==> src/videoTxPkg.sv <==
// video transmitter shared definitions
// bus and register map constants, reset defaults, and the structs between blocks
`default_nettype none

package videoTxPkg;

	// ------------------------------------------------
	// bus and memory geometry
	// ------------------------------------------------
	localparam logic [7:0] blockAdrsMap = 8'h04;	// block select in adrs[23:16]
	localparam int busAdrsW  = 24;
	localparam int hDisplayW = 11;
	localparam int vDisplayW = 11;
	localparam int porchW    = 7;	// horizontal porch and pulse
	localparam int vPorchW   = 5;	// vertical porch and pulse
	localparam int memAdrsW  = 12;	// 4096 word frame buffer
	localparam int pixelW    = 16;
	localparam int fifoDepth = 4;

	// counter to sync output latency, frameStart leads activePixel by syncDelay-1
	localparam int syncDelay = 6;

	// ------------------------------------------------
	// reset defaults
	// ------------------------------------------------
	localparam logic [hDisplayW-1:0] hDisplayDef = 16;
	localparam logic [porchW-1:0]    hFrontDef   = 2;
	localparam logic [porchW-1:0]    hPulseDef   = 3;
	localparam logic [porchW-1:0]    hBackDef    = 4;
	localparam logic [vDisplayW-1:0] vDisplayDef = 8;
	localparam logic [vPorchW-1:0]   vFrontDef   = 1;
	localparam logic [vPorchW-1:0]   vPulseDef   = 2;
	localparam logic [vPorchW-1:0]   vBackDef    = 1;
	localparam logic [memAdrsW-1:0]  dmaWLenDef  = 128;
	localparam logic [memAdrsW-1:0]  dmaRLenDef  = 128;

	// ------------------------------------------------
	// register offsets inside the block
	// ------------------------------------------------
	localparam logic [15:0] ofsDisplay   = 16'h0000;
	localparam logic [15:0] ofsBack      = 16'h0004;
	localparam logic [15:0] ofsFront     = 16'h0008;
	localparam logic [15:0] ofsPulse     = 16'h000c;
	localparam logic [15:0] ofsCtrl      = 16'h0010;
	localparam logic [15:0] ofsDuty      = 16'h0014;
	localparam logic [15:0] ofsWAdrs     = 16'h0018;
	localparam logic [15:0] ofsRAdrs     = 16'h001c;
	localparam logic [15:0] ofsWLen      = 16'h0020;
	localparam logic [15:0] ofsRLen      = 16'h0024;
	localparam logic [15:0] ofsStatus    = 16'h0028;
	localparam logic [15:0] ofsSyncStart = 16'h0080;
	localparam logic [15:0] ofsSyncEnd   = 16'h0084;
	localparam logic [15:0] ofsSyncMax   = 16'h0088;

	typedef struct packed {
		logic [31:0]         wData;
		logic [busAdrsW-1:0] adrs;
		logic                wCke;
	} csrBus_t;

	typedef struct packed {
		logic [15:0] v;
		logic [15:0] h;
	} halfPair_t;

	typedef struct packed {
		logic [27:0] spare;
		logic        dmaEn;
		logic        displayRst;
		logic        videoRst;
		logic        systemRst;
	} ctrlFlags_t;

	// one CSR word, seen as a v/h pair or as control flags
	typedef union packed {
		halfPair_t  halfPair;
		ctrlFlags_t ctrlFlags;
	} csrWord_u;

	typedef struct packed {
		logic [hDisplayW-1:0] hDisplay;
		logic [vDisplayW-1:0] vDisplay;
		logic [hDisplayW:0]   hSyncStart;
		logic [hDisplayW:0]   hSyncEnd;
		logic [hDisplayW:0]   hSyncMax;
		logic [vDisplayW:0]   vSyncStart;
		logic [vDisplayW:0]   vSyncEnd;
		logic [vDisplayW:0]   vSyncMax;
	} videoTiming_t;

	typedef struct packed {
		logic                dmaEn;
		logic [memAdrsW-1:0] wAdrs;
		logic [memAdrsW-1:0] rAdrs;
		logic [memAdrsW-1:0] wLen;
		logic [memAdrsW-1:0] rLen;
	} dmaCfg_t;

	typedef struct packed {
		logic                req;
		logic                we;
		logic [memAdrsW-1:0] adrs;
		logic [pixelW-1:0]   wData;
	} memReq_t;

	typedef struct packed {
		logic hSync;
		logic vSync;
		logic active;
	} syncFlags_t;

endpackage

`default_nettype wire
==> src/syncTimingGen.sv <==
// display sync timing generator
// line and frame counters decoded into syncs, active area and frame start
`timescale 1ns/1ps
`default_nettype none

module syncTimingGen (
	input  logic                     iSysClk,
	input  logic                     reset,
	input  logic                     softRst,
	input  videoTxPkg::videoTiming_t timing,
	output logic                     hSync,
	output logic                     vSync,
	output logic                     activePixel,
	output logic                     frameStart
);
	import videoTxPkg::*;

	logic                 rst;
	logic [hDisplayW:0]   hCount;
	logic [vDisplayW:0]   vCount;
	logic                 lineEnd;
	syncFlags_t           flagsNow;
	syncFlags_t           syncPipe [syncDelay];

	assign rst     = reset | softRst;
	assign lineEnd = hCount == timing.hSyncMax;

	always_ff @(posedge iSysClk)
	begin
		if (rst)
		begin
			hCount <= '0;
			vCount <= '0;
		end
		else if (lineEnd)
		begin
			hCount <= '0;
			vCount <= (vCount == timing.vSyncMax) ? '0 : vCount + 1'b1;
		end
		else
			hCount <= hCount + 1'b1;
	end

	assign flagsNow.hSync  = hCount >= timing.hSyncStart && hCount <= timing.hSyncEnd;
	assign flagsNow.vSync  = vCount >= timing.vSyncStart && vCount <= timing.vSyncEnd;
	assign flagsNow.active = hCount < timing.hDisplay && vCount < timing.vDisplay;

	// flags trail the counters so the read DMA can refill before the first pixel
	always_ff @(posedge iSysClk)
	begin
		if (rst)
		begin
			for (int i = 0; i < syncDelay; i++)
				syncPipe[i] <= '0;
			frameStart <= 1'b0;
		end
		else
		begin
			syncPipe[0] <= flagsNow;
			for (int i = 1; i < syncDelay; i++)
				syncPipe[i] <= syncPipe[i-1];
			frameStart <= hCount == '0 && vCount == '0;
		end
	end

	assign hSync       = syncPipe[syncDelay-1].hSync;
	assign vSync       = syncPipe[syncDelay-1].vSync;
	assign activePixel = syncPipe[syncDelay-1].active;

endmodule

`default_nettype wire

==> config.mk <==
export PLATFORM = sky130hd
export DESIGN_NAME = syncTimingGen
export DESIGN_NICKNAME = d
export VERILOG_FILES = /design/src/videoTxPkg.sv /design/src/syncTimingGen.sv
export SDC_FILE = /design/constraint.sdc
export NUM_CORES = 1
export LEC_CHECK = 0
export ABC_CLOCK_PERIOD_IN_PS = 2200
export BUFFER_PORTS_ARGS = -buffer_cell sky130_fd_sc_hd__buf_4
export CELL_PAD_IN_SITES_DETAIL_PLACEMENT = 1
export CELL_PAD_IN_SITES_GLOBAL_PLACEMENT = 1
export CORE_UTILIZATION = 39
export CTS_CLUSTER_DIAMETER = 100
export DETAILED_ROUTE_END_ITERATION = 8
export PLACE_DENSITY = 0.85
export SLEW_MARGIN = 20
export SYNTH_ARGS = -nofsm -noshare
export SYNTH_HDL_FRONTEND = slang
export SYNTH_SLANG_ARGS = --single-unit
==> constraint.sdc <==
create_clock -name iSysClk -period 2.2 [get_ports iSysClk]
set_input_delay 0.11 -clock iSysClk [delete_from_list [all_inputs] [get_ports iSysClk]]
set_output_delay 0.11 -clock iSysClk [all_outputs]
set_load 0.005 [all_outputs]
* After elaboration in Yosys (flattened, before gate mapping)
Memories as Yosys holds them, arrays and structs flattened.
Cells that the tools add are included.
** Word-level totals
- Bits in registers :: 25
- Latch bits :: 0
- Memory bits (writable) :: 18
- Memory bits (read-only) :: 0
- Logic and storage cells :: 38
- Memories :: 1
** Memories
- syncPipe :: depth 6, bits a word 3, read ports 6, clocked after Yosys merged registers in 0, write ports 6, line syncTimingGen.sv:23 : syncFlags_t syncPipe [syncDelay];
** Operators by class
- Add/sub/neg operators :: 2
- Multiply operators :: 0
- Div/mod/pow operators :: 0
- Order comparisons :: 6
- Eq/ne operators :: 2
- Shift-type cells :: 0
- Multiplexer cells :: 10
- Bitwise logic cells :: 7
- Reduce and logical (&&, ||, !) cells :: 7
** Operators with widths (count)
- $add A12 B1 Y12 const B :: 2
- $eq A12 B12 Y1 :: 2
- $ge A12 B12 Y1 :: 2
- $le A12 B12 Y1 :: 2
- $logic_not A12 Y1 :: 2
- $lt A12 B11 Y1 :: 2
- $mux W3 :: 6
- $mux W12 :: 1
- $or A1 B1 Y1 :: 7
- $logic_and A1 B1 Y1 :: 4
- $mux W1 :: 3
- $reduce_or A2 Y1 :: 1

* Longest topological paths before layout
- Word-level depth :: 4
- Mapped depth :: 7
- Mapped depth without buffers :: 7

* Worst setup path before layout
OpenSTA, ideal clock, no wires.
- Kind :: flip-flop to flip-flop
- Start point :: register vCount[8]
- End point :: register vCount[11]
- Arrival time :: 1.588 ns
- Slack :: 0.476 ns
- Stages on the path, launching flop included :: 8
- Path buffers :: 2
- Period minus slack after synthesis :: 1.724 ns
- Path through :: dfxtp_1 clkbuf_1 xor2_1 nor4_1 nand3_2 buf_2 a32oi_1 o41ai_2
** On the way
- Longest elaborated chain between the ends :: 2
- Elaborated cells on any way between the ends :: 3
- Those cells by class :: 1 x add/sub; 1 x eq/ne; 1 x mux
** RTL lines
- start, declared :: line syncTimingGen.sv:20 : logic [vDisplayW:0] vCount;
- start signal, assigned :: line syncTimingGen.sv:38 : vCount <= (vCount == timing.vSyncMax) ? '0 : vCount + 1'b1;
- $add A12 B1 Y12 / $eq A12 B12 Y1 (equally long branches) :: line syncTimingGen.sv:38
- $mux W12 (*) :: line syncTimingGen.sv:38
Mark *: on every way between the ends. The rest lies on a longest branch, timed or not.
A chain may end at the register's enable or synchronous reset.

* Worst setup path in the final report
- Start point :: register vCount[1]
- End point :: register vCount[7]
Same word-level chain as after synthesis.

==> flow_summary.toml <==
[status]
status = "finished clean"

[pwr]
leakage_nw = 2.55
power.density_nw_per_um2 = 336
vdd_drop_max_uv = 200

[routing]
drt_iter0_markers = 144
post-route-drc-count = 0
wirelength_mm = 11.6
wl_per_cell_um = 16.8
vias = 3755
first_pass_iters = 4
antenna_left = 0
vias_per_cell = 5.46

[logic_synthesis]
synth.cell_area_um2 = 3820
synthArstFlopShare = 0
synth-edff-count = 0
synth_area_leaders = "ha_1 24%, dfxtp_1 23%, inv_1 7.1%"
syn_nets = 627
synth_cell_types = 46
yosysTopAreaCell = "ha_1"
synthFlopType = "dfxtp_1"
synth_seq_area_share = 0.225
ys_seq_elements = 43
synth_area_per_cell_um2 = 8.34
synthCells = 458
yosysTopAreaCellShare = 0.236
yosys_warnings = 0

[placement]
io_buffers = 100
place_congestion = 0.873
hpwl_mm = 9.42
pre_cts_ws_ns = 0.0118
dpl.cell_count = 680

[clock_tree]
cts_buffer_depth = 2
cts_sinks = 43
clk_pin_slew_ns = 0.09
clk_latency_ns = 0.30
clockRootBuffer = "clkbuf_8"
cts_setup_buffers = 0
cts_max_level = 2
cts-buffers-inserted = 5
cts_tree = "built"

[worst_setup_path]
worstSetupPathType = "flop to flop"
cp_cell_sequence = "xor2_1, nor4_1, nand3_2, a32oi_1, o41ai_2"
r2r_end = "vCount[7]"
reg2reg_slack_ns = 0.11
cp.arrival_ns = 2.27
ff2ff_path_depth = 5
worstPathRequired_ns = 2.38
crit_buf_inv = 0
startpoint_type = "flop"
crit_slowest_cell = "dfxtp_1"
r2r_start = "vCount[1]"
crit_path_max_incr_delay_ns = 0.50
path_max_fanout = 13
cp_top_family = "simple AND/OR/NAND/NOR gates"
crit_path_end_kind = "flop"

[timing]
drv_slew = 0
tightest_slew_ns = 0.650
rsz0062_at_grt = "false"
min_period_ns = 2.09
relSlewSlack = 0.567
period_share = 0.952
skew_ns = 0.00829
fin_ws_ns = 0.106
max_freq_mhz = 477
setup_tns_ns = 0
hold_viol_final = 0
setup_viol = 0

[worst_hold_path]
hold_depth = 4
hold-path-endpoint = "vCount[8]"
worstHoldPathType = "input port to flop"
hp-start = "reset"

[die]
die_h_um = 101
start_util = 0.407
ios = 101
core.rowCount = 35
design.core.area_um2 = 9370
die_w_um = 101
die_area_um2 = 10200

[cells_and_area]
nNetsFinal = 727
final_common_cell = "buf_4"
diodes = 0
layout_common_cells = "114 x buf_4, 72 x inv_1, 72 x ha_1"
drive_gt1_frac = 0.249
layout.cells.non_filler = 688
area_growth_pct = 26.6

[grt]
grt_max_degree = 18
grt_overflow_total = 0
grt_usage = 0.236
grt_pass1_wl_mm = 18.8
grt_pass1_vias = 4084
antenna_found_initial = 0

[run]
maxCapViolations = 0
power by group:
group          switching (mW)  internal (mW)
combinational           0.144          0.182
sequential            0.00569          0.782
clock                   0.287          0.221
total                   0.437           1.19
metrics by stage:
step	total power [mW]	hold WS [ns]	cell area [um2]	util
floorplan	0.943	0.394	3820	-
global placement	1.11	0.409	4730	0.505
detailed placement	1.13	0.418	4730	0.505
CTS	1.64	0.234	4820	0.514
global route	1.69	0.278	4830	0.516
finish	1.62	0.240	4830	0.516
worst max-delay path by stage:
stage,startpoint,depth (start not counted),end
6_report,vCount[1],5,vCount[7]
3_3_place_gp,vCount[0],7,syncPipe[0][1]
3_5_place_dp,vCount[0],7,syncPipe[0][1]
2_1_floorplan,vCount[8],7,vCount[11]
5_1_grt,hCount[0],7,syncPipe[0][2]
4_1_cts,hCount[8],5,vCount[11]
tightest hold or removal path, cell delays in order:
cell,delay (ns)
buf_4,0.09
nor2_2,0.11
nand2_1,0.10
o211ai_1,0.07
layer usage:
metal,track usage,part of all wire,vias to the layer above
li1,-,-,1797
met1,0.259,0.40,1811
met2,0.465,0.53,124
met3,0.0250,0.047,23
met4,0.0825,0.022,0
met5,0,0,-
cell usage after synthesis, drive strengths merged (3+ instances only):
cell	number
a21o	5
inv	72
xor2	25
o21ai	11
nor2b	6
nand3	10
xnor2	9
a31oi	4
and3	11
nand2	21
a21oi	22
and2	16
o41ai	7
clkbuf	10
nor2	26
a211o	3
a32oi	8
buf	11
nand4	16
nor3	8
nand2b	5
o31ai	3
ha	72
o211ai	5
dfxtp	43
nor4	10
logic make-up (layout without fill, tap and decap cells):
kind of cell | after synthesis | in the layout | synth area share
and+or+nand+nor | 137 | 137 | 0.204
adders and majority gates | 72 | 72 | 0.236
xor gates and xnor gates | 34 | 34 | 0.0799
AOI/OAI and AO/OA | 79 | 79 | 0.156
buffers and inverters | 93 | 194 | 0.0990
DFF | 43 | 43 | 0.225
timing repair:
item	in CTS	in global routing
endpoints found under the hold margin	0	0
endpoints found under the setup margin	1	20
resized for setup	1	6
hold buffers	0	0
final cells by class:
type | count | area [um2]
Tap cell | 129 | 161
Inverter | 72 | 270
Sequential cell | 43 | 865
Clock inverter | 3 | 20.0
Fill cell | 1181 | 4540
Clock buffer | 5 | 68.8
Timing Repair Buffer | 114 | 856
Multi-Input combinational cell | 322 | 2590
flip-flops by register name, indices dropped and copies added, names as in the netlist:
register / count
frameStart: 1
hCount: 12
vCount: 12
syncPipe: 18
(Power assumes the default switching activity.)
