==> src/backlightPwm.sv <==
// backlight dimming PWM, 256 cycle period
`timescale 1ns/1ps
`default_nettype none

module backlightPwm (
	input  logic       iSysClk,
	input  logic       reset,
	input  logic [7:0] duty,
	output logic       pwm
);

	logic [7:0] count;
	logic [7:0] dutyHold;

	always_ff @(posedge iSysClk)
	begin
		if (reset)
		begin
			count    <= 8'd0;
			dutyHold <= 8'd0;
			pwm      <= 1'b0;
		end
		else
		begin
			count <= count + 1'b1;	// free running, wraps every 256
			if (count == 8'hff)
				dutyHold <= duty;	// take new duty only at period start
			pwm <= count < dutyHold;
		end
	end

endmodule

`default_nettype wire

==> config.mk <==
export PLATFORM = sky130hd
export DESIGN_NAME = backlightPwm
export DESIGN_NICKNAME = d
export VERILOG_FILES = /design/src/backlightPwm.sv
export SDC_FILE = /design/constraint.sdc
export NUM_CORES = 1
export LEC_CHECK = 0
export ABC_AREA = 1
export BUFFER_PORTS_ARGS = -buffer_cell sky130_fd_sc_hd__buf_4
export CORE_AREA = 3 3 54 56
export DETAILED_ROUTE_END_ITERATION = 16
export DIE_AREA = 0 0 57 59
export GPL_TIMING_DRIVEN = 0
export HOLD_SLACK_MARGIN = 0.03
export SLEW_MARGIN = 30
export SYNTH_ARGS = -nofsm -noshare
export SYNTH_HDL_FRONTEND = slang
export SYNTH_SLANG_ARGS = --single-unit
==> constraint.sdc <==
create_clock -name iSysClk -period 1.5 [get_ports iSysClk]
set_input_delay 0.3 -clock iSysClk [delete_from_list [all_inputs] [get_ports iSysClk]]
set_output_delay 0.3 -clock iSysClk [all_outputs]
set_load 0.02 [all_outputs]
## Word level (Yosys, flattened, before mapping)

Cells that the tools add are included.

| word-level totals | value |
|---|---|
| output and inout port bits | 1 |
| RAM bits | 0 |
| bits in read-only memories | 0 |
| memories | 0 |
| latch bits | 0 |
| logic and storage cells | 6 |
| flip-flop bits (word level) | 17 |

| operators by class | value |
|---|---|
| add/subtract/negate cells | 1 |
| $lt $le $gt $ge | 1 |
| shift-type cells | 0 |
| eq/ne operators | 1 |
| multipliers | 0 |
| reduce and logical (&&, ||, !) cells | 0 |
| bitwise operators | 0 |
| div/mod/pow operators | 0 |
| multiplexer cells | 0 |

Operator list:

| operator | number |
|---|---|
| adder 8 x 1 -> 8 bit, second input constant | 1 |
| equality test 8 bit, second input constant | 1 |
| < comparator 8 bit | 1 |

## Depth between registers and ports, before layout

Gate-level depths: netlist of run 1.

| depth | value |
|---|---|
| word-level depth | 1 |
| gate-level depth with buffers | 7 |
| depth with buffers taken out | 7 |

## Worst setup path after synthesis of run 1

Ideal clock, no wire load.

| path | value |
|---|---|
| kind | register to register |
| from | reg count[0] |
| to | reg dutyHold[0] |
| data required time | 1430 ps |
| stages on the path, launching flop included | 7 |
| period minus slack after synthesis | 1132 ps |
| arrival | 1063 ps |
| buffers on the path | 1 |
| path slack | 368 ps |
| cells stage by stage | dfxtp_1 ha_1 nand2_2 nor2_4 buf_6 nand3_1 a21oi_1 |

| between the ends | value |
|---|---|
| cells in the longest elaborated chain, start to end | 1 |

Ends and longest elaborated chain:

| item | RTL line | text |
|---|---|---|
| start, declared | 12 | `logic [7:0] count;` |
| start signal, assigned | 25 | `count <= count + 1'b1;` |
| equality test 8 bit | 26 | `if (count == 8'hff)` |
| end signal, assigned | 27 | `dutyHold <= duty;` |
| end, declared | 13 | `logic [7:0] dutyHold;` |

Every way passes these cells.
A chain may end at the register's enable or synchronous reset.

## Worst setup path in the final report of run 1

Ends and elaborated chain as after synthesis.

==> impl_metrics.py, run 1 <==
metrics = {
    "route": {
        "viasPerCell": 4.51,
        "dr.pass1.iters": 4,
        "wl_per_cell_microns": 10.1,
        "drtIter0Drc": 10,
        "antenna_left": 0,
        "wl_mm": 1.55,
        "drc": 0,
        "vias": 695,
    },
    "clock_network": {
        "postCtsSetupBuffers": 0,
        "clkSinkCount": 17,
        "clock_latency_ps": 290,
        "cts_tree": "built",
        "path_clk_slew_ps": 110,
        "clock_path_buffers": 2,
        "root_buffer": "clkbuf_4",
        "hold_buffers": 0,
        "cts_resized": 0,
        "cts_buffers": 3,
        "h-tree-depth": 1,
    },
    "finish": {
        "regArea_sq_um": 340,
        "layout-drive-gt1-share_pct": 17.7,
        "fill_cells": 273,
        "nets": 143,
        "area_growth_pct": 16.3,
        "diodes": 0,
        "multi_input_area_sq_um": 445,
    },
    "critical_path": {
        "ff2ff_setup_slack_ps": 200,
        "timing.rr.start": "count[0]",
        "path_class": "register to register",
        "cp_max_fo": 10,
        "arrival_ps": 1520,
        "r2r_end": "dutyHold[0]",
        "cp-start-kind": "register",
        "setup.worst_path.start": "count[0]",
        "worstPathRequired_ps": 1720,
        "end_kind": "register",
        "r2r_cells": 6,
    },
    "floorplanning": {
        "dieArea_sq_mm": 0.00336,
        "row_count": 18,
        "core_sq_mm": 0.00248,
        "die_width_microns": 57,
        "initial_core_util_pct": 34.7,
        "ios": 11,
        "die_h_microns": 59,
    },
    "place": {
        "hpwl_mm": 1.24,
        "port_buffers": 10,
        "place_congestion": 0.726,
    },
    "run": {
        "cap_violations": 0,
    },
    "power": {
        "ir_worst_vdd_mv": 0.377,
        "leakagePower_nw": 0.448,
        "cellPowerDensity_mw_per_mm2": 783,
        "power_uw": 784,
    },
    "synth": {
        "synthSimpleGateAreaFrac_pct": 27.5,
        "synth_nets": 128,
        "synth_cell_types": 20,
        "syn_avg_cell_area_sq_um": 7.83,
        "synth_seq_cells": 17,
        "synth.area.mux_share_pct": 0,
        "syn_area_sq_um": 861,
        "synth_top_area_share_pct": 39.5,
        "synthXorXnorAreaFrac_pct": 2.03,
        "yosysSeqAreaShare_pct": 39.5,
        "synth_adder_area_share_pct": 11.6,
        "yosys_warnings": 0,
        "yosysTopAreaCell": "dfxtp_1",
        "synth_cells": 110,
        "synth_top_family_by_area": "simple AND/OR/NAND/NOR gates",
        "synth_area_leaders": "dfxtp_1 (40%), ha_1 (12%), nand2_1 (11%), a21oi_1 (7.6%), nand3_1 (5.8%)",
        "synth_compound_area_share_pct": 10.6,
    },
    "timing": {
        "final-setup-viol-count": 0,
        "period_needed_ps": 1300,
        "slew_headroom_pct": 84.6,
        "rsz0062_at_grt": "no",
        "hold_viol_final": 0,
        "worst_slew_pin_slew_ps": 230,
        "finalCritPeriodShare_pct": 86.5,
        "fin_skew_ps": 7.84,
        "drv_slew": 0,
        "final.setup.tns_ps": 0,
        "clock.fmax_mhz": 770,
    },
    "global_route": {
        "grt_pass1_vias": 645,
        "antenna_found_initial": 0,
        "grt_max_degree": 11,
        "grt_usage_pct": 10.3,
        "grt_overflow": 0,
        "grt_first_pass_wirelength_mm": 2.71,
    },
    "hold_path": {
        "whs_path_depth": 2,
        "hold_class": "input pin to register",
        "holdPathEnd": "dutyHold[7]",
        "hold_path_startpoint": "reset",
    },
    "run_status": {
        "status": "complete, no violations",
    },
}
==> cell families (layout without fill, tap and decap cells) <==
kind of cell | Yosys count | count (layout)
compound gates | 17 | 17
flops | 17 | 17
xor+xnor | 2 | 2
simple gates | 50 | 50
buf+inv | 16 | 30
fa+ha+maj | 8 | 8
==> Yosys cell counts <==
library cell / n
nand2_1: 25
o21bai_1: 1
nand2_2: 1
o21a_1: 1
xnor2_1: 1
nor2_2: 1
ha_1: 8
buf_6: 2
nand2_4: 1
xor2_1: 1
dfxtp_1: 17
nor2_4: 1
nor2_1: 10
nand3_1: 10
inv_2: 1
inv_1: 13
o21ai_0: 1
nor2_8: 1
a31oi_1: 1
a21oi_1: 13
==> through the flow <==
| step | worst slack, ps | instances | cell area, sq um | hold WS, ps | utilization [%] |
|---|---|---|---|---|---|
| floorplan | 368 | 110 | 861 | 369 | - |
| global placement | 252 | 150 | 973 | 451 | 39.3 |
| detailed placement | 194 | 150 | 973 | 452 | 39.3 |
| CTS | 165 | 154 | 1000 | 230 | 40.4 |
| global route | 85.6 | 154 | 1000 | 225 | 40.4 |
| finish | 202 | 154 | 1000 | 229 | 40.4 |
==> sequential cells by signal, summed over array words and instances (netlist names) <==
signal and flops:
count 8, dutyHold 8, pwm 1
==> placed cells by master (no fill, tap or decap) <==
cell and n:
clkbuf_4 3, nor2_8 1, xor2_1 1, ha_1 8
nor2_1 10, inv_2 1, nand2_1 25, nor2_4 1
nand2_4 1, buf_6 2, dfxtp_1 17, xnor2_1 1
clkinv_2 1, a21oi_1 13, buf_4 10, inv_1 13
nand3_1 10, a31oi_1 1, o21a_1 1, nor2_2 1
nand2_2 1, o21bai_1 1, o21ai_0 1
==> per-layer routing <==
| layer | vias to the layer above | wire length (microns) | track usage (%) |
|---|---|---|---|
| met3 | 2 | 34 | 1.31 |
| met1 | 301 | 727 | 12.1 |
| met4 | 0 | 21 | 3.97 |
| li1 | 384 | - | - |
| met2 | 8 | 768 | 19.1 |
| met5 | - | 0 | 0 |
==> power by group <==
part | internal (mW) | total (mW) | switching [mW]
clock network | 0.0989 | 0.248 | 0.149
registers | 0.461 | 0.468 | 0.00762
logic | 0.0352 | 0.0677 | 0.0325
total | 0.595 | 0.784 | 0.189
==> area by class of cell <==
cell class	count	area share, %
multi-input combinational	77	44.5
sequential	17	34.0
timing repair buffer	10	7.50
inverter	14	5.25
tap	30	3.75
clock buffer	3	2.25
buffer	2	2.25
clock inverter	1	0.500
==> worst max-delay path, stage by stage, from the launching register on <==
cell and delay, ps:
dfxtp_1 390, ha_1 200, nand2_2 80, nor2_4 160, buf_6 160, nand3_1 80
a21oi_1 160
==> how the worst max path moves through the flow <==
stage | end | slack, ps | cells past startpoint
after global placement | dutyHold[7] | 250 | 6
after CTS | dutyHold[0] | 160 | 6
after floorplan | dutyHold[0] | 370 | 6
after global routing | dutyHold[0] | 90 | 6
after detailed placement | dutyHold[0] | 190 | 6
final | dutyHold[0] | 200 | 6
Note: power is estimated with default switching activity, not from simulation.
==> run 2, diff against run 1 <==
CAP_MARGIN = 20   (was default)
CORE_AREA = 2 2 53 55   (was 3 3 54 56)
DIE_AREA = 0 0 55 57   (was 0 0 57 59)
PLACE_DENSITY_LB_ADDON = 0.12   (was default)
==> impl_metrics.py, run 2 (synthesized netlist as in run 1, its figures left out) <==
metrics = {
    "critical_path": {
        "cp_max_fo": 10,
        "path_buf_inv": 1,
        "r2r_cells": 6,
        "worstPathRequired_ps": 1730,
        "path_class": "register to register",
        "crit_slowest_cell": "dfxtp_1",
        "arrival_ps": 1520,
        "cpPeakStageDelay_ps": 390,
        "end_kind": "register",
        "cp-start-kind": "register",
        "critPathTopFamily": "flip-flops",
        "r2r_end": "dutyHold[4]",
        "ff2ff_setup_slack_ps": 210,
        "worstPathCellList": "ha_1, nand2_2, nor2_4, buf_6, nand3_1, a21oi_1",
        "timing.rr.start": "count[0]",
    },
    "timing": {
        "slew_headroom_pct": 84.9,
        "final.setup.tns_ps": 0,
        "clock.fmax_mhz": 777,
        "rsz0062_at_grt": "no",
        "worst_slew_pin_slew_ps": 226,
        "hold_viol_final": 0,
        "finalCritPeriodShare_pct": 85.8,
        "drv_slew": 0,
        "final-setup-viol-count": 0,
        "fin_skew_ps": 6.49,
        "period_needed_ps": 1290,
    },
    "clock_network": {
        "cts_resized": 0,
        "clock_path_buffers": 2,
        "clkSinkCount": 17,
        "path_clk_slew_ps": 100,
        "cts_buffers": 3,
        "clock_latency_ps": 290,
        "h-tree-depth": 1,
        "cts_tree": "built",
        "hold_buffers": 0,
        "root_buffer": "clkbuf_4",
        "postCtsSetupBuffers": 0,
    },
    "power": {
        "cellPowerDensity_mw_per_mm2": 780,
        "combPwrFrac_pct": 8.6,
        "leakagePower_nw": 0.448,
        "switching_power_uw": 187,
        "p_int_uw": 594,
        "ir_worst_vdd_mv": 0.371,
        "power_uw": 782,
        "clockPowerShare_pct": 31.6,
        "p_sw_share_pct": 23.9,
        "pwr-share-seq_pct": 59.8,
    },
    "hold_path": {
        "hold_path_startpoint": "reset",
        "whs_path_depth": 2,
        "holdPathEnd": "dutyHold[0]",
        "hold_class": "input pin to register",
    },
    "place": {
        "post-place-cells": 151,
        "place_congestion": 0.758,
        "port_buffers": 10,
        "hpwl_mm": 1.25,
    },
    "route": {
        "viasPerCell": 4.57,
        "drc": 0,
        "wl_per_cell_microns": 10.5,
        "drtIter0Drc": 14,
        "vias": 709,
        "dr.pass1.iters": 4,
        "antenna_left": 0,
        "wl_mm": 1.63,
    },
    "global_route": {
        "grt_pass1_vias": 697,
        "grt_overflow": 0,
        "grt_max_degree": 11,
        "antenna_found_initial": 0,
        "grt_first_pass_wirelength_mm": 2.94,
        "grt_usage_pct": 13.2,
    },
    "finish": {
        "area_growth_pct": 16.4,
        "layout-drive-gt1-share_pct": 17.7,
        "multi_input_area_sq_um": 445,
        "fill_cells": 297,
        "final_common_cell": "nand2_1",
        "diodes": 0,
        "reg_top3": "count x8, dutyHold x8, pwm x1",
        "nets": 143,
        "final_cell_mix": "nand2_1 (25), dfxtp_1 (17), inv_1 (13), a21oi_1 (13)",
        "regArea_sq_um": 340,
        "final_cells": 155,
    },
    "run": {
        "cap_violations": 0,
    },
    "floorplanning": {
        "die_h_microns": 57,
        "core_sq_mm": 0.00262,
        "initial_core_util_pct": 32.9,
        "die_width_microns": 55,
        "ios": 11,
        "dieArea_sq_mm": 0.00314,
        "row_count": 19,
    },
    "run_status": {
        "status": "complete, no violations",
    },
}
## run 2: cell counts in the layout (fill, tap and decap cells not counted)
Identical to the previous run, type by type.
## run 2: power by group through the flow
stage / combinational [mW] / sequential, mW / clock [mW]
final: 0.0671 / 0.468 / 0.247
after detailed placement: 0.0685 / 0.479 / 0
after floorplan: 0.0332 / 0.480 / 0
after CTS: 0.0689 / 0.468 / 0.260
after global placement: 0.0677 / 0.478 / 0
after global routing: 0.0774 / 0.470 / 0.277
## run 2: metal layers
| metal | up-vias | wire [microns] | GRT usage [%] |
|---|---|---|---|
| li1 | 380 | - | - |
| met1 | 313 | 764 | 17.0 |
| met2 | 12 | 798 | 20.9 |
| met3 | 4 | 43 | 2.36 |
| met4 | 0 | 26 | 6.27 |
| met5 | - | 0 | 0 |
## run 2: worst max path at each step
stage | slack (ps) | end | startpoint | cells after the start
floorplan | 370 | dutyHold[0] | count[0] | 6
global placement | 240 | dutyHold[6] | count[0] | 6
detailed placement | 220 | dutyHold[4] | count[0] | 6
CTS | 190 | dutyHold[5] | count[0] | 6
global route | 40 | dutyHold[6] | count[0] | 6
finish | 210 | dutyHold[4] | count[0] | 6
## run 2: worst register-to-register path: cells and delay by family (launching register included)
kind                       cells  cell delay (ps)
AOI/OAI and AO/OA              1              150
DFF                            1              390
adders and majority gates      1              200
buffers and inverters          1              170
and+or+nand+nor                3              320
## run 2: through the flow
stage	area [sq um]	worst slack [ps]	util, %	hold slack (ps)
4_1_cts	1000	187	38.3	211
5_1_grt	1000	43.8	38.3	208
2_1_floorplan	861	368	-	369
6_report	1000	213	38.3	220
3_3_place_gp	975	240	37.3	445
3_5_place_dp	975	225	37.3	455
## run 2: layout make-up
type / count / area share [%]
plain buffers: 2 / 2.25
flip-flops and latches: 17 / 34.0
clock inverters: 1 / 0.499
well taps: 31 / 3.87
multi-input cells: 77 / 44.4
clock buffers: 3 / 2.25
inverters: 14 / 5.24
repair buffers: 10 / 7.49
==> run 3, diff against run 2 <==
CELL_PAD_IN_SITES_DETAIL_PLACEMENT = 0   (was default)
CELL_PAD_IN_SITES_GLOBAL_PLACEMENT = 1   (was default)
==> impl_metrics.py, run 3 (synthesized netlist as in run 1, its figures left out) <==
metrics = {
    "global_route": {
        "antenna_found_initial": 0,
        "grt_pass1_vias": 666,
        "grt_max_degree": 11,
        "grt_overflow": 0,
        "grt_usage_pct": 12.5,
        "grt_first_pass_wirelength_mm": 2.84,
    },
    "floorplanning": {
        "row_count": 19,
        "ios": 11,
        "die_h_microns": 57,
        "die_width_microns": 55,
        "core_sq_mm": 0.00262,
        "initial_core_util_pct": 32.9,
        "dieArea_sq_mm": 0.00314,
    },
    "place": {
        "port_buffers": 10,
        "hpwl_mm": 1.28,
        "place_ws_ps": 204,
        "place_congestion": 0.645,
    },
    "clock_network": {
        "clkSinkCount": 17,
        "hold_buffers": 0,
        "cts_resized": 0,
        "cts_tree": "built",
        "path_clk_slew_ps": 100,
        "clock_path_buffers": 2,
        "root_buffer": "clkbuf_4",
        "postCtsSetupBuffers": 0,
        "h-tree-depth": 1,
        "clock_latency_ps": 280,
        "cts_buffers": 3,
    },
    "critical_path": {
        "worstPathRequired_ps": 1720,
        "path_class": "register to register",
        "arrival_ps": 1510,
        "cp-start-kind": "register",
        "end_kind": "register",
        "cp_max_fo": 10,
    },
    "timing": {
        "period_needed_ps": 1290,
        "rsz0062_at_grt": "no",
        "finalWorstSetupSlack_ps": 212,
        "worst_slew_pin_slew_ps": 223,
        "fin_skew_ps": 2.80,
        "clock.fmax_mhz": 776,
        "slew_headroom_pct": 85.1,
        "finalCritPeriodShare_pct": 85.9,
        "hold_viol_final": 0,
        "final.setup.tns_ps": 0,
        "final-setup-viol-count": 0,
        "drv_slew": 0,
    },
    "finish": {
        "final_cell_mix": "nand2_1 (25), dfxtp_1 (17), inv_1 (13), a21oi_1 (13)",
        "final_common_cell": "nand2_1",
        "reg_top3": "count x8, dutyHold x8, pwm x1",
        "diodes": 0,
        "layout-drive-gt1-share_pct": 16.9,
        "area_growth_pct": 16.3,
        "nets": 143,
    },
    "route": {
        "wl_per_cell_microns": 10.3,
        "wl_mm": 1.60,
        "vias": 696,
        "drtIter0Drc": 14,
        "drc": 0,
        "dr.pass1.iters": 4,
        "viasPerCell": 4.49,
        "antenna_left": 0,
    },
    "power": {
        "ir_worst_vdd_mv": 0.366,
        "cellPowerDensity_mw_per_mm2": 777,
        "leakagePower_nw": 0.446,
    },
    "hold_path": {
        "hold_class": "input pin to register",
    },
    "run_status": {
        "status": "complete, no violations",
    },
    "run": {
        "cap_violations": 0,
    },
}
-- run 3: cell types whose count changed in the layout (fill, tap and decap cells not counted), sizes merged --
cell    delta
clkbuf     +1
clkinv     -1
-- run 3: final cells by class --
cell class,instances,area [sq um]
Buffer,2,22.5
Timing Repair Buffer,10,75.1
Tap cell,31,38.8
Fill cell,304,1610
Clock buffer,4,26.3
Multi-Input combinational cell,77,445
Inverter,14,52.6
Sequential cell,17,340
-- run 3: critical path, stage by stage (launching register included) --
cell	delay, ps
dfxtp_1	390
ha_1	200
nand2_2	80
nor2_4	160
buf_6	170
nand3_1	80
a21oi_1	140
-- run 3: worst paths after layout --
| kind | startpoint | end | slack (ps) | cells after the start |
|---|---|---|---|---|
| worst max-delay path | count[0] | dutyHold[6] | 210 | 6 |
| worst min-delay path | reset | dutyHold[7] | 220 | 2 |
| worst max register to register | count[0] | dutyHold[6] | 210 | 6 |
| worst min register to register | dutyHold[5] | dutyHold[5] | 470 | 2 |
-- run 3: through the flow --
stage	hold slack, ps	cell area [sq um]	utilization (%)	cells	power (mW)
after global routing	219	1000	38.3	155	0.827
after global placement	446	975	37.3	151	0.546
after CTS	213	1000	38.3	155	0.796
final	220	1000	38.3	155	0.778
after detailed placement	455	975	37.3	151	0.548
after floorplan	369	861	-	110	0.513
-- run 3: metal layers --
metal  GRT usage [%]  vias to the layer above  part of all wire, %
li1                -                      381                    -
met1            15.2                      305                   48
met2            21.1                        8                   48
met3            2.36                        2                  3.3
met4            5.23                        0                  1.1
met5               0                        -                    0
-- run 3: power breakdown --
group / total [mW] / switching (mW) / internal (mW)
Combinational: 0.0672 / 0.0319 / 0.0353
Clock: 0.243 / 0.140 / 0.103
Sequential: 0.468 / 0.00741 / 0.460
Total: 0.778 / 0.179 / 0.599
