**src/videoTxPkg.sv**
```systemverilog
// video transmitter shared definitions
// bus and register map constants, reset defaults, and the structs between blocks
`default_nettype none

package videoTxPkg;

	// ------------------------------------------------
	// bus and memory geometry
	// ------------------------------------------------
	localparam logic [7:0] blockAdrsMap = 8'h04;	// block select in adrs[23:16]
	localparam int busAdrsW  = 24;
	localparam int hDisplayW = 11;
	localparam int vDisplayW = 11;
	localparam int porchW    = 7;	// horizontal porch and pulse
	localparam int vPorchW   = 5;	// vertical porch and pulse
	localparam int memAdrsW  = 12;	// 4096 word frame buffer
	localparam int pixelW    = 16;
	localparam int fifoDepth = 4;

	// counter to sync output latency, frameStart leads activePixel by syncDelay-1
	localparam int syncDelay = 6;

	// ------------------------------------------------
	// reset defaults
	// ------------------------------------------------
	localparam logic [hDisplayW-1:0] hDisplayDef = 16;
	localparam logic [porchW-1:0]    hFrontDef   = 2;
	localparam logic [porchW-1:0]    hPulseDef   = 3;
	localparam logic [porchW-1:0]    hBackDef    = 4;
	localparam logic [vDisplayW-1:0] vDisplayDef = 8;
	localparam logic [vPorchW-1:0]   vFrontDef   = 1;
	localparam logic [vPorchW-1:0]   vPulseDef   = 2;
	localparam logic [vPorchW-1:0]   vBackDef    = 1;
	localparam logic [memAdrsW-1:0]  dmaWLenDef  = 128;
	localparam logic [memAdrsW-1:0]  dmaRLenDef  = 128;

	// ------------------------------------------------
	// register offsets inside the block
	// ------------------------------------------------
	localparam logic [15:0] ofsDisplay   = 16'h0000;
	localparam logic [15:0] ofsBack      = 16'h0004;
	localparam logic [15:0] ofsFront     = 16'h0008;
	localparam logic [15:0] ofsPulse     = 16'h000c;
	localparam logic [15:0] ofsCtrl      = 16'h0010;
	localparam logic [15:0] ofsDuty      = 16'h0014;
	localparam logic [15:0] ofsWAdrs     = 16'h0018;
	localparam logic [15:0] ofsRAdrs     = 16'h001c;
	localparam logic [15:0] ofsWLen      = 16'h0020;
	localparam logic [15:0] ofsRLen      = 16'h0024;
	localparam logic [15:0] ofsStatus    = 16'h0028;
	localparam logic [15:0] ofsSyncStart = 16'h0080;
	localparam logic [15:0] ofsSyncEnd   = 16'h0084;
	localparam logic [15:0] ofsSyncMax   = 16'h0088;

	typedef struct packed {
		logic [31:0]         wData;
		logic [busAdrsW-1:0] adrs;
		logic                wCke;
	} csrBus_t;

	typedef struct packed {
		logic [15:0] v;
		logic [15:0] h;
	} halfPair_t;

	typedef struct packed {
		logic [27:0] spare;
		logic        dmaEn;
		logic        displayRst;
		logic        videoRst;
		logic        systemRst;
	} ctrlFlags_t;

	// one CSR word, seen as a v/h pair or as control flags
	typedef union packed {
		halfPair_t  halfPair;
		ctrlFlags_t ctrlFlags;
	} csrWord_u;

	typedef struct packed {
		logic [hDisplayW-1:0] hDisplay;
		logic [vDisplayW-1:0] vDisplay;
		logic [hDisplayW:0]   hSyncStart;
		logic [hDisplayW:0]   hSyncEnd;
		logic [hDisplayW:0]   hSyncMax;
		logic [vDisplayW:0]   vSyncStart;
		logic [vDisplayW:0]   vSyncEnd;
		logic [vDisplayW:0]   vSyncMax;
	} videoTiming_t;

	typedef struct packed {
		logic                dmaEn;
		logic [memAdrsW-1:0] wAdrs;
		logic [memAdrsW-1:0] rAdrs;
		logic [memAdrsW-1:0] wLen;
		logic [memAdrsW-1:0] rLen;
	} dmaCfg_t;

	typedef struct packed {
		logic                req;
		logic                we;
		logic [memAdrsW-1:0] adrs;
		logic [pixelW-1:0]   wData;
	} memReq_t;

	typedef struct packed {
		logic hSync;
		logic vSync;
		logic active;
	} syncFlags_t;

endpackage

`default_nettype wire
```
**src/videoTxCsr.sv**
```systemverilog
// video transmitter control and status registers
// decodes host writes, derives the sync points and serves block reads
`timescale 1ns/1ps
`default_nettype none

module videoTxCsr (
	input  logic                     iSysClk,
	input  logic                     reset,
	input  videoTxPkg::csrBus_t      bus,
	output logic [31:0]              rdData,
	output logic                     rdValid,
	output videoTxPkg::videoTiming_t timing,
	output videoTxPkg::dmaCfg_t      dmaCfg,
	output logic [7:0]               duty,
	output logic                     systemRst,
	output logic                     videoRst,
	output logic                     displayRst,
	input  logic                     underrunSet
);
	import videoTxPkg::*;

	logic [hDisplayW-1:0] hDisplay;
	logic [porchW-1:0]    hFront;
	logic [porchW-1:0]    hPulse;
	logic [porchW-1:0]    hBack;
	logic [vDisplayW-1:0] vDisplay;
	logic [vPorchW-1:0]   vFront;
	logic [vPorchW-1:0]   vPulse;
	logic [vPorchW-1:0]   vBack;
	logic                 dmaEn;
	logic [memAdrsW-1:0]  wAdrs;
	logic [memAdrsW-1:0]  rAdrs;
	logic [memAdrsW-1:0]  wLen;
	logic [memAdrsW-1:0]  rLen;
	logic                 underrun;
	logic [hDisplayW:0]   hSyncStart;
	logic [hDisplayW:0]   hSyncEnd;
	logic [hDisplayW:0]   hSyncMax;
	logic [vDisplayW:0]   vSyncStart;
	logic [vDisplayW:0]   vSyncEnd;
	logic [vDisplayW:0]   vSyncMax;
	logic                 blockHit;
	logic                 wrEn;
	logic [15:0]          offset;
	csrWord_u             wordIn;
	csrWord_u             rdWord;

	function automatic csrWord_u pairWord(input logic [15:0] v, input logic [15:0] h);
		pairWord.halfPair.v = v;
		pairWord.halfPair.h = h;
	endfunction

	assign blockHit = bus.adrs[busAdrsW-1:busAdrsW-8] == blockAdrsMap;
	assign wrEn     = bus.wCke & blockHit;
	assign offset   = bus.adrs[15:0];
	assign wordIn   = bus.wData;

	// ------------------------------------------------
	// register writes
	// ------------------------------------------------
	always_ff @(posedge iSysClk)
	begin
		if (reset)
		begin
			hDisplay   <= hDisplayDef;
			hFront     <= hFrontDef;
			hPulse     <= hPulseDef;
			hBack      <= hBackDef;
			vDisplay   <= vDisplayDef;
			vFront     <= vFrontDef;
			vPulse     <= vPulseDef;
			vBack      <= vBackDef;
			systemRst  <= 1'b1;	// soft resets held until released by host
			videoRst   <= 1'b1;
			displayRst <= 1'b1;
			dmaEn      <= 1'b0;
			duty       <= 8'd0;
			wAdrs      <= '0;
			rAdrs      <= '0;
			wLen       <= dmaWLenDef;
			rLen       <= dmaRLenDef;
		end
		else if (wrEn)
		begin
			case (offset)
				ofsDisplay:
				begin
					vDisplay <= wordIn.halfPair.v[vDisplayW-1:0];
					hDisplay <= wordIn.halfPair.h[hDisplayW-1:0];
				end
				ofsBack:
				begin
					vBack <= wordIn.halfPair.v[vPorchW-1:0];
					hBack <= wordIn.halfPair.h[porchW-1:0];
				end
				ofsFront:
				begin
					vFront <= wordIn.halfPair.v[vPorchW-1:0];
					hFront <= wordIn.halfPair.h[porchW-1:0];
				end
				ofsPulse:
				begin
					vPulse <= wordIn.halfPair.v[vPorchW-1:0];
					hPulse <= wordIn.halfPair.h[porchW-1:0];
				end
				ofsCtrl:
				begin
					systemRst  <= wordIn.ctrlFlags.systemRst;
					videoRst   <= wordIn.ctrlFlags.videoRst;
					displayRst <= wordIn.ctrlFlags.displayRst;
					dmaEn      <= wordIn.ctrlFlags.dmaEn;
				end
				ofsDuty:  duty  <= bus.wData[7:0];
				ofsWAdrs: wAdrs <= bus.wData[memAdrsW-1:0];
				ofsRAdrs: rAdrs <= bus.wData[memAdrsW-1:0];
				ofsWLen:  wLen  <= bus.wData[memAdrsW-1:0];
				ofsRLen:  rLen  <= bus.wData[memAdrsW-1:0];
				default: ;
			endcase
		end
	end

	// sticky underrun, a new event wins over the clear
	always_ff @(posedge iSysClk)
	begin
		if (reset)
			underrun <= 1'b0;
		else if (underrunSet)
			underrun <= 1'b1;
		else if (wrEn && offset == ofsStatus && bus.wData[0])
			underrun <= 1'b0;
	end

	// derived sync points, one cycle behind the fields
	always_ff @(posedge iSysClk)
	begin
		hSyncStart <= hDisplay + hFront;
		hSyncEnd   <= hDisplay + hFront + hPulse - 1'b1;
		hSyncMax   <= hDisplay + hFront + hPulse + hBack - 1'b1;
		vSyncStart <= vDisplay + vFront;
		vSyncEnd   <= vDisplay + vFront + vPulse - 1'b1;
		vSyncMax   <= vDisplay + vFront + vPulse + vBack - 1'b1;
	end

	assign timing = '{hDisplay: hDisplay, vDisplay: vDisplay,
		hSyncStart: hSyncStart, hSyncEnd: hSyncEnd, hSyncMax: hSyncMax,
		vSyncStart: vSyncStart, vSyncEnd: vSyncEnd, vSyncMax: vSyncMax};
	assign dmaCfg = '{dmaEn: dmaEn, wAdrs: wAdrs, rAdrs: rAdrs, wLen: wLen, rLen: rLen};

	// ------------------------------------------------
	// read mux
	// ------------------------------------------------
	always_comb
	begin
		case (offset)
			ofsDisplay:   rdWord = pairWord(vDisplay, hDisplay);
			ofsBack:      rdWord = pairWord(vBack, hBack);
			ofsFront:     rdWord = pairWord(vFront, hFront);
			ofsPulse:     rdWord = pairWord(vPulse, hPulse);
			ofsCtrl:      rdWord = {28'd0, dmaEn, displayRst, videoRst, systemRst};
			ofsDuty:      rdWord = {24'd0, duty};
			ofsWAdrs:     rdWord = 32'(wAdrs);
			ofsRAdrs:     rdWord = 32'(rAdrs);
			ofsWLen:      rdWord = 32'(wLen);
			ofsRLen:      rdWord = 32'(rLen);
			ofsStatus:    rdWord = {31'd0, underrun};
			ofsSyncStart: rdWord = pairWord(vSyncStart, hSyncStart);
			ofsSyncEnd:   rdWord = pairWord(vSyncEnd, hSyncEnd);
			ofsSyncMax:   rdWord = pairWord(vSyncMax, hSyncMax);
			default:      rdWord = bus.wData;	// echo of the bus word
		endcase
	end

	always_ff @(posedge iSysClk)
	begin
		rdData <= rdWord;
		if (reset)
			rdValid <= 1'b0;
		else
			rdValid <= blockHit;
	end

endmodule

`default_nettype wire

```
**config.mk**
```make
export PLATFORM = sky130hd
export DESIGN_NAME = videoTxCsr
export DESIGN_NICKNAME = d
export VERILOG_FILES = /design/src/videoTxPkg.sv /design/src/videoTxCsr.sv
export SDC_FILE = /design/constraint.sdc
export NUM_CORES = 1
export LEC_CHECK = 0
export ABC_AREA = 0
export BUFFER_PORTS_ARGS = -buffer_cell sky130_fd_sc_hd__buf_2
export CELL_PAD_IN_SITES_DETAIL_PLACEMENT = 0
export CELL_PAD_IN_SITES_GLOBAL_PLACEMENT = 1
export CORE_ASPECT_RATIO = 1.1
export CORE_MARGIN = 2
export CORE_UTILIZATION = 41
export CTS_BUF_LIST = sky130_fd_sc_hd__clkbuf_8 sky130_fd_sc_hd__clkbuf_16
export DETAILED_ROUTE_END_ITERATION = 12
export PLACE_DENSITY_LB_ADDON = 0.08
export SETUP_SLACK_MARGIN = 0.4
export SLEW_MARGIN = 15
export SYNTH_ARGS = -nofsm -noshare
export SYNTH_HDL_FRONTEND = slang
export SYNTH_SLANG_ARGS = --single-unit
```
**constraint.sdc**
```tcl
create_clock -name iSysClk -period 4.9 [get_ports iSysClk]
set_clock_uncertainty 0.05 [all_clocks]
set_input_delay 0.98 -clock iSysClk [delete_from_list [all_inputs] [get_ports iSysClk]]
set_output_delay 0.98 -clock iSysClk [all_outputs]
set_load 0.02 [all_outputs]
```
# After elaboration in Yosys (flattened, before gate mapping)
# Index checks and enable logic that the tools add are counted.
# op_classes
add_sub_neg	10
eq_ne	14
n_mux	3
bitwise	1
reduce_logical	14
# ops
cell	n
case mux 32 bit (14 select lines)	1
equality test 16 x 5 -> 1 bit (second input constant)	4
equality test 16 x 6 -> 1 bit (second input constant)	3
equality test 16 x 8 -> 1 bit (second input constant)	3
subtractor 12 x 1 -> 12 bit (second input constant)	4
equality test 16 x 4 -> 1 bit (second input constant)	2
adder 12 x 5 -> 12 bit	2
adder 12 x 7 -> 12 bit	2
AND reduction 2 bit	10
equality test 16 x 3 -> 1 bit (second input constant)	1
zero test 16 bit	1
adder 11 x 5 -> 12 bit	1
adder 11 x 7 -> 12 bit	1
equality test 8 x 3 -> 1 bit (second input constant)	1
logical AND 1 bit	2
two-way mux 1 bit	2
nonzero test 2 bit	1
bitwise AND 1 bit	1
# word_totals
regBits	224
output_inout_bits	187
elab_cells	68

# Depth between registers and ports, before layout
# depth
depth_word	6
depth_mapped	21
ltp_nobuf	21

# Least setup slack after synthesis
# OpenSTA, ideal clock, no wires.
# synth_timing
path_kind	reg-to-reg
from	register hDisplay[0]
to	register hSyncMax[11]
arrival_ns	4.529
slack_ns	0.249
stages_incl_launch_ff	21
n_path_buf	0
synth_period_minus_slack_ns	4.651
cell_sequence	dfxtp_1 ha_1 fa_1 a211oi_1 nor2_1 o21a_1 nor2_1 xnor2_1 ha_1 and2_1 a221oi_4 xnor2_2 inv_1 ha_1 or3_1 o211ai_1 o31ai_1 nand4_1 a21bo_1 a211oi_2 xnor2_1
# synth_between
elab_chain_cells	4
# synth_rtl
element	line	source
start: declaration	videoTxCsr.sv:22	logic [hDisplayW-1:0] hDisplay;
start signal: assignment	videoTxCsr.sv:65	hDisplay <= hDisplayDef;
start signal: assignment	videoTxCsr.sv:89	hDisplay <= wordIn.halfPair.h[hDisplayW-1:0];
adder 11 x 7 -> 12 bit	videoTxCsr.sv:139	hSyncMax <= hDisplay + hFront + hPulse + hBack - 1'b1;
adder 12 x 7 -> 12 bit (2 in series)	videoTxCsr.sv:139	
subtractor 12 x 1 -> 12 bit	videoTxCsr.sv:139	
end signal: assignment	videoTxCsr.sv:139	
end: declaration	videoTxCsr.sv:38	logic [hDisplayW:0] hSyncMax;
# No other way between the ends.
# A chain may end at the register's enable or synchronous reset.

# Worst setup path in the final report
# Same ends and word-level chain as after synthesis.

==> results.json <==
{
  "status": "finished, final reports clean",
  "root_buffer": "clkbuf_16",
  "dpl_cell_area_sq_um": 12600,
  "rsz0062_at_grt": "yes",
  "grt_pass1_wl_microns": 58100,
  "drv_slew": 0,
  "vias": 10100,
  "path_depth": 20,
  "regMostFlops": "rdData",
  "numPortBuffers": 246,
  "initial_core_util_pct": 41.9,
  "ys_types": 87,
  "drt_first_pass_iters": 6,
  "path_class": "reg -> reg",
  "crit_buf_inv": 2,
  "grt_use_total_pct": 26.8,
  "antenna_left": 0,
  "final_cells": 1850,
  "syn_avg_cell_area_sq_um": 8.99,
  "drc_errors": 0,
  "clockBufferDepth": 3,
  "synth_area_leaders": "dfxtp_1, ha_1, nand2_1",
  "largest_reg_flops": 32,
  "crit_family": "compound AO/OA/AOI/OAI gates",
  "die_area_sq_um": 28200,
  "final_cell_area_sq_um": 13900,
  "n_fill_cell": 2577,
  "grt_start_max_net_pins": 68,
  "dp_hpwl_microns": 27500,
  "ir_drop_mv": 0.172,
  "numCtsBuffers": 25,
  "holdWs_ns": 0.417,
  "place_congestion": 0.866,
  "cap_violations": 0,
  "synth_edf_count": 0,
  "synth_top_cell_by_area": "dfxtp_1",
  "synth-warning-count": 0,
  "clk_latency_ns": 0.54,
  "gr-total-overflow": 0,
  "crit_fanout": 5,
  "place_inst": 1788,
  "required_ns": 5.28,
  "worst_pin_slew_ns": 0.951,
  "fmax_mhz": 222,
  "ioPinCount": 247,
  "cts_tree": "built",
  "hold_viol": 0,
  "synth_top_area_share_pct": 40.8,
  "critPathMaxStageDelay_ns": 0.42,
  "finalSetupViolations": 0,
  "routedWlPerCell_microns": 21.2,
  "slowest_stage": "fa_2",
  "rr_endpoint": "hSyncMax[11]$_DFF_P_",
  "p_leak_nw": 6.02,
  "cts_sinks": 224,
  "syn_inst": 1223,
  "drtIter0Drc": 821,
  "drt-vias-per-instance": 5.45,
  "final_cell_mix": "buf_2, dfxtp_1, nand2_1",
  "dieHeight_microns": 176,
  "crit_start": "hDisplay[0]$_SDFFE_PP0P_",
  "p_per_area_nw_per_um2": 282,
  "drive_above_1_share_pct": 28.6,
  "reg2reg_setup_slack_ns": 0.40,
  "worstPathArrival_ns": 4.87,
  "netlist_area_sq_um": 11000,
  "yosysSeqAreaShare_pct": 40.8,
  "syn-num-nets": 1352,
  "wirelength_microns": 39200,
  "final_common_cell": "buf_2",
  "reg2regPathDepth": 20,
  "hold_class": "reg -> reg",
  "regToRegStartpoint": "hDisplay[0]$_SDFFE_PP0P_",
  "min_period_ns": 4.50,
  "antenna_found_initial": 1,
  "htree_levels": 1,
  "die_x_microns": 160,
  "layout.nets": 1610,
  "slew-limit-headroom_pct": 36.4,
  "fin_crit_sh_pct": 91.8,
  "cp_cell_sequence": "ha_4, fa_2, a211oi_2, nor2_2, o21a_1, nor2_2, xnor2_2, ha_4, buf_4, a221oi_4, xnor2_2, buf_4, ha_1, or3_1, o211ai_1, o31ai_1, nand4_1, a21bo_1, a211oi_2, xnor2_1",
  "synth-async-reset-ratio_pct": 0,
  "grt_pass1_vias": 9519,
  "ys_seq_elements": 224,
  "ys.flop_type": "dfxtp_1",
  "fp.coreArea_sq_um": 26200,
  "synthToLayoutAreaGrowth_pct": 26.1,
  "cp-end-kind": "flop",
  "postCtsHoldBufs": 0,
  "setup-tns-final_ns": 0,
  "critPathLaunchType": "flop",
  "clk_pin_slew_ns": 0.06,
  "cp-endpoint": "hSyncMax[11]$_DFF_P_",
  "rows": 62,
  "antenna_cells": 0
}
-- cells by family (layout without fill, tap and decap cells) --
| family | Yosys count | in the layout | share of synthesized area (%) |
|---|---|---|---|
| multiplexers | 29 | 29 | 2.64 |
| AO/OA/AOI/OAI | 284 | 284 | 18.7 |
| XOR/XNOR | 72 | 72 | 6.55 |
| adder cells (fa/ha/maj) | 69 | 69 | 8.26 |
| AND/OR/NAND/NOR | 411 | 411 | 18.0 |
| flip-flops | 224 | 224 | 40.8 |
| buffers and inverters | 134 | 409 | 5.04 |
-- stage by stage --
stage | power, mW | setup WS [ns] | util (%)
finish | 3.91 | 0.402 | 52.9
global route | 4.02 | 0.217 | 52.9
CTS | 3.94 | 0.415 | 51.9
detailed placement | 2.01 | 0.123 | 48.2
global placement | 2.01 | 0.273 | 48.2
floorplan | 1.94 | 0.400 | -
-- worst reg2reg max path, delay by kind of cell (launching register included) --
kind / cells / cell delay (ns)
AO/OA/AOI/OAI: 7 / 1.57
flip-flops: 1 / 0.36
buffers and inverters: 2 / 0.30
adder cells (fa/ha/maj): 4 / 1.08
AND/OR/NAND/NOR: 4 / 0.69
XOR/XNOR: 3 / 0.36
-- cell type report --
cell class                 count  area (sq um)  area share [%]
multi-input combinational    865          6230            44.9
sequential                   224          4490            32.4
timing repair buffer         294          1610            11.6
clock buffer                  30           694            5.01
tap                          352           440            3.18
inverter                      71           267            1.92
clock inverter                14           141            1.02
-- timing repair --
item | CTS | global route
buffers inserted | 7 | 11
pin swaps | 11 | 28
gates resized for setup | 12 | 38
setup endpoints to repair | 2 | 4
-- synthesized netlist by cell type (7+ instances only) --
cell and instances:
nand2_1 195, clkbuf_1 35, a22o_1 14, a21oi_1 112, nand3_1 30, nand4_1 10, buf_2 23, ha_1 63
nand2b_1 7, a221oi_1 18, mux2i_1 29, o21ai_0 12, xor2_1 19, inv_1 70, xnor2_1 44, nor2b_1 14
dfxtp_1 224, and2_1 13, nor3_1 13, a211o_1 10, a22oi_1 29, a222oi_1 26, nor2_1 78, a21o_1 13
-- where the power goes --
group	internal (mW)	total (mW)	switching (mW)	leakage, nW
logic	0.0442	0.130	0.0853	3.76
clock network	1.16	1.94	0.782	0.439
registers	1.83	1.84	0.00403	1.82
total	3.04	3.91	0.871	6.02
-- how the worst min path moves through the flow --
stage                     startpoint                    end  slack [ns]  cells after the start
2_1_floorplan  hBack[1]$_SDFFE_PP0P_  hBack[1]$_SDFFE_PP0P_        0.39                      2
3_3_place_gp   rLen[10]$_SDFFE_PP0P_  rLen[10]$_SDFFE_PP0P_        0.41                      2
3_5_place_dp   vBack[4]$_SDFFE_PP0P_  vBack[4]$_SDFFE_PP0P_        0.41                      2
4_1_cts        vBack[4]$_SDFFE_PP0P_  vBack[4]$_SDFFE_PP0P_        0.42                      2
5_1_grt         rLen[3]$_SDFFE_PP0P_   rLen[3]$_SDFFE_PP0P_        0.44                      2
6_report       vBack[4]$_SDFFE_PP0P_  vBack[4]$_SDFFE_PP0P_        0.42                      2
-- layer usage --
layer  global-route usage, %  vias to the layer above  share of wire, %  wire length (microns)
met4                    8.00                        2               2.7                   1070
met1                    37.6                     4753                45                  17600
met2                    41.1                      457                43                  17000
met5                       0                        -             0.033                     13
met3                    5.93                       61               9.1                   3560
li1                        -                     4806                 -                      -
(Power assumes the default switching activity.)
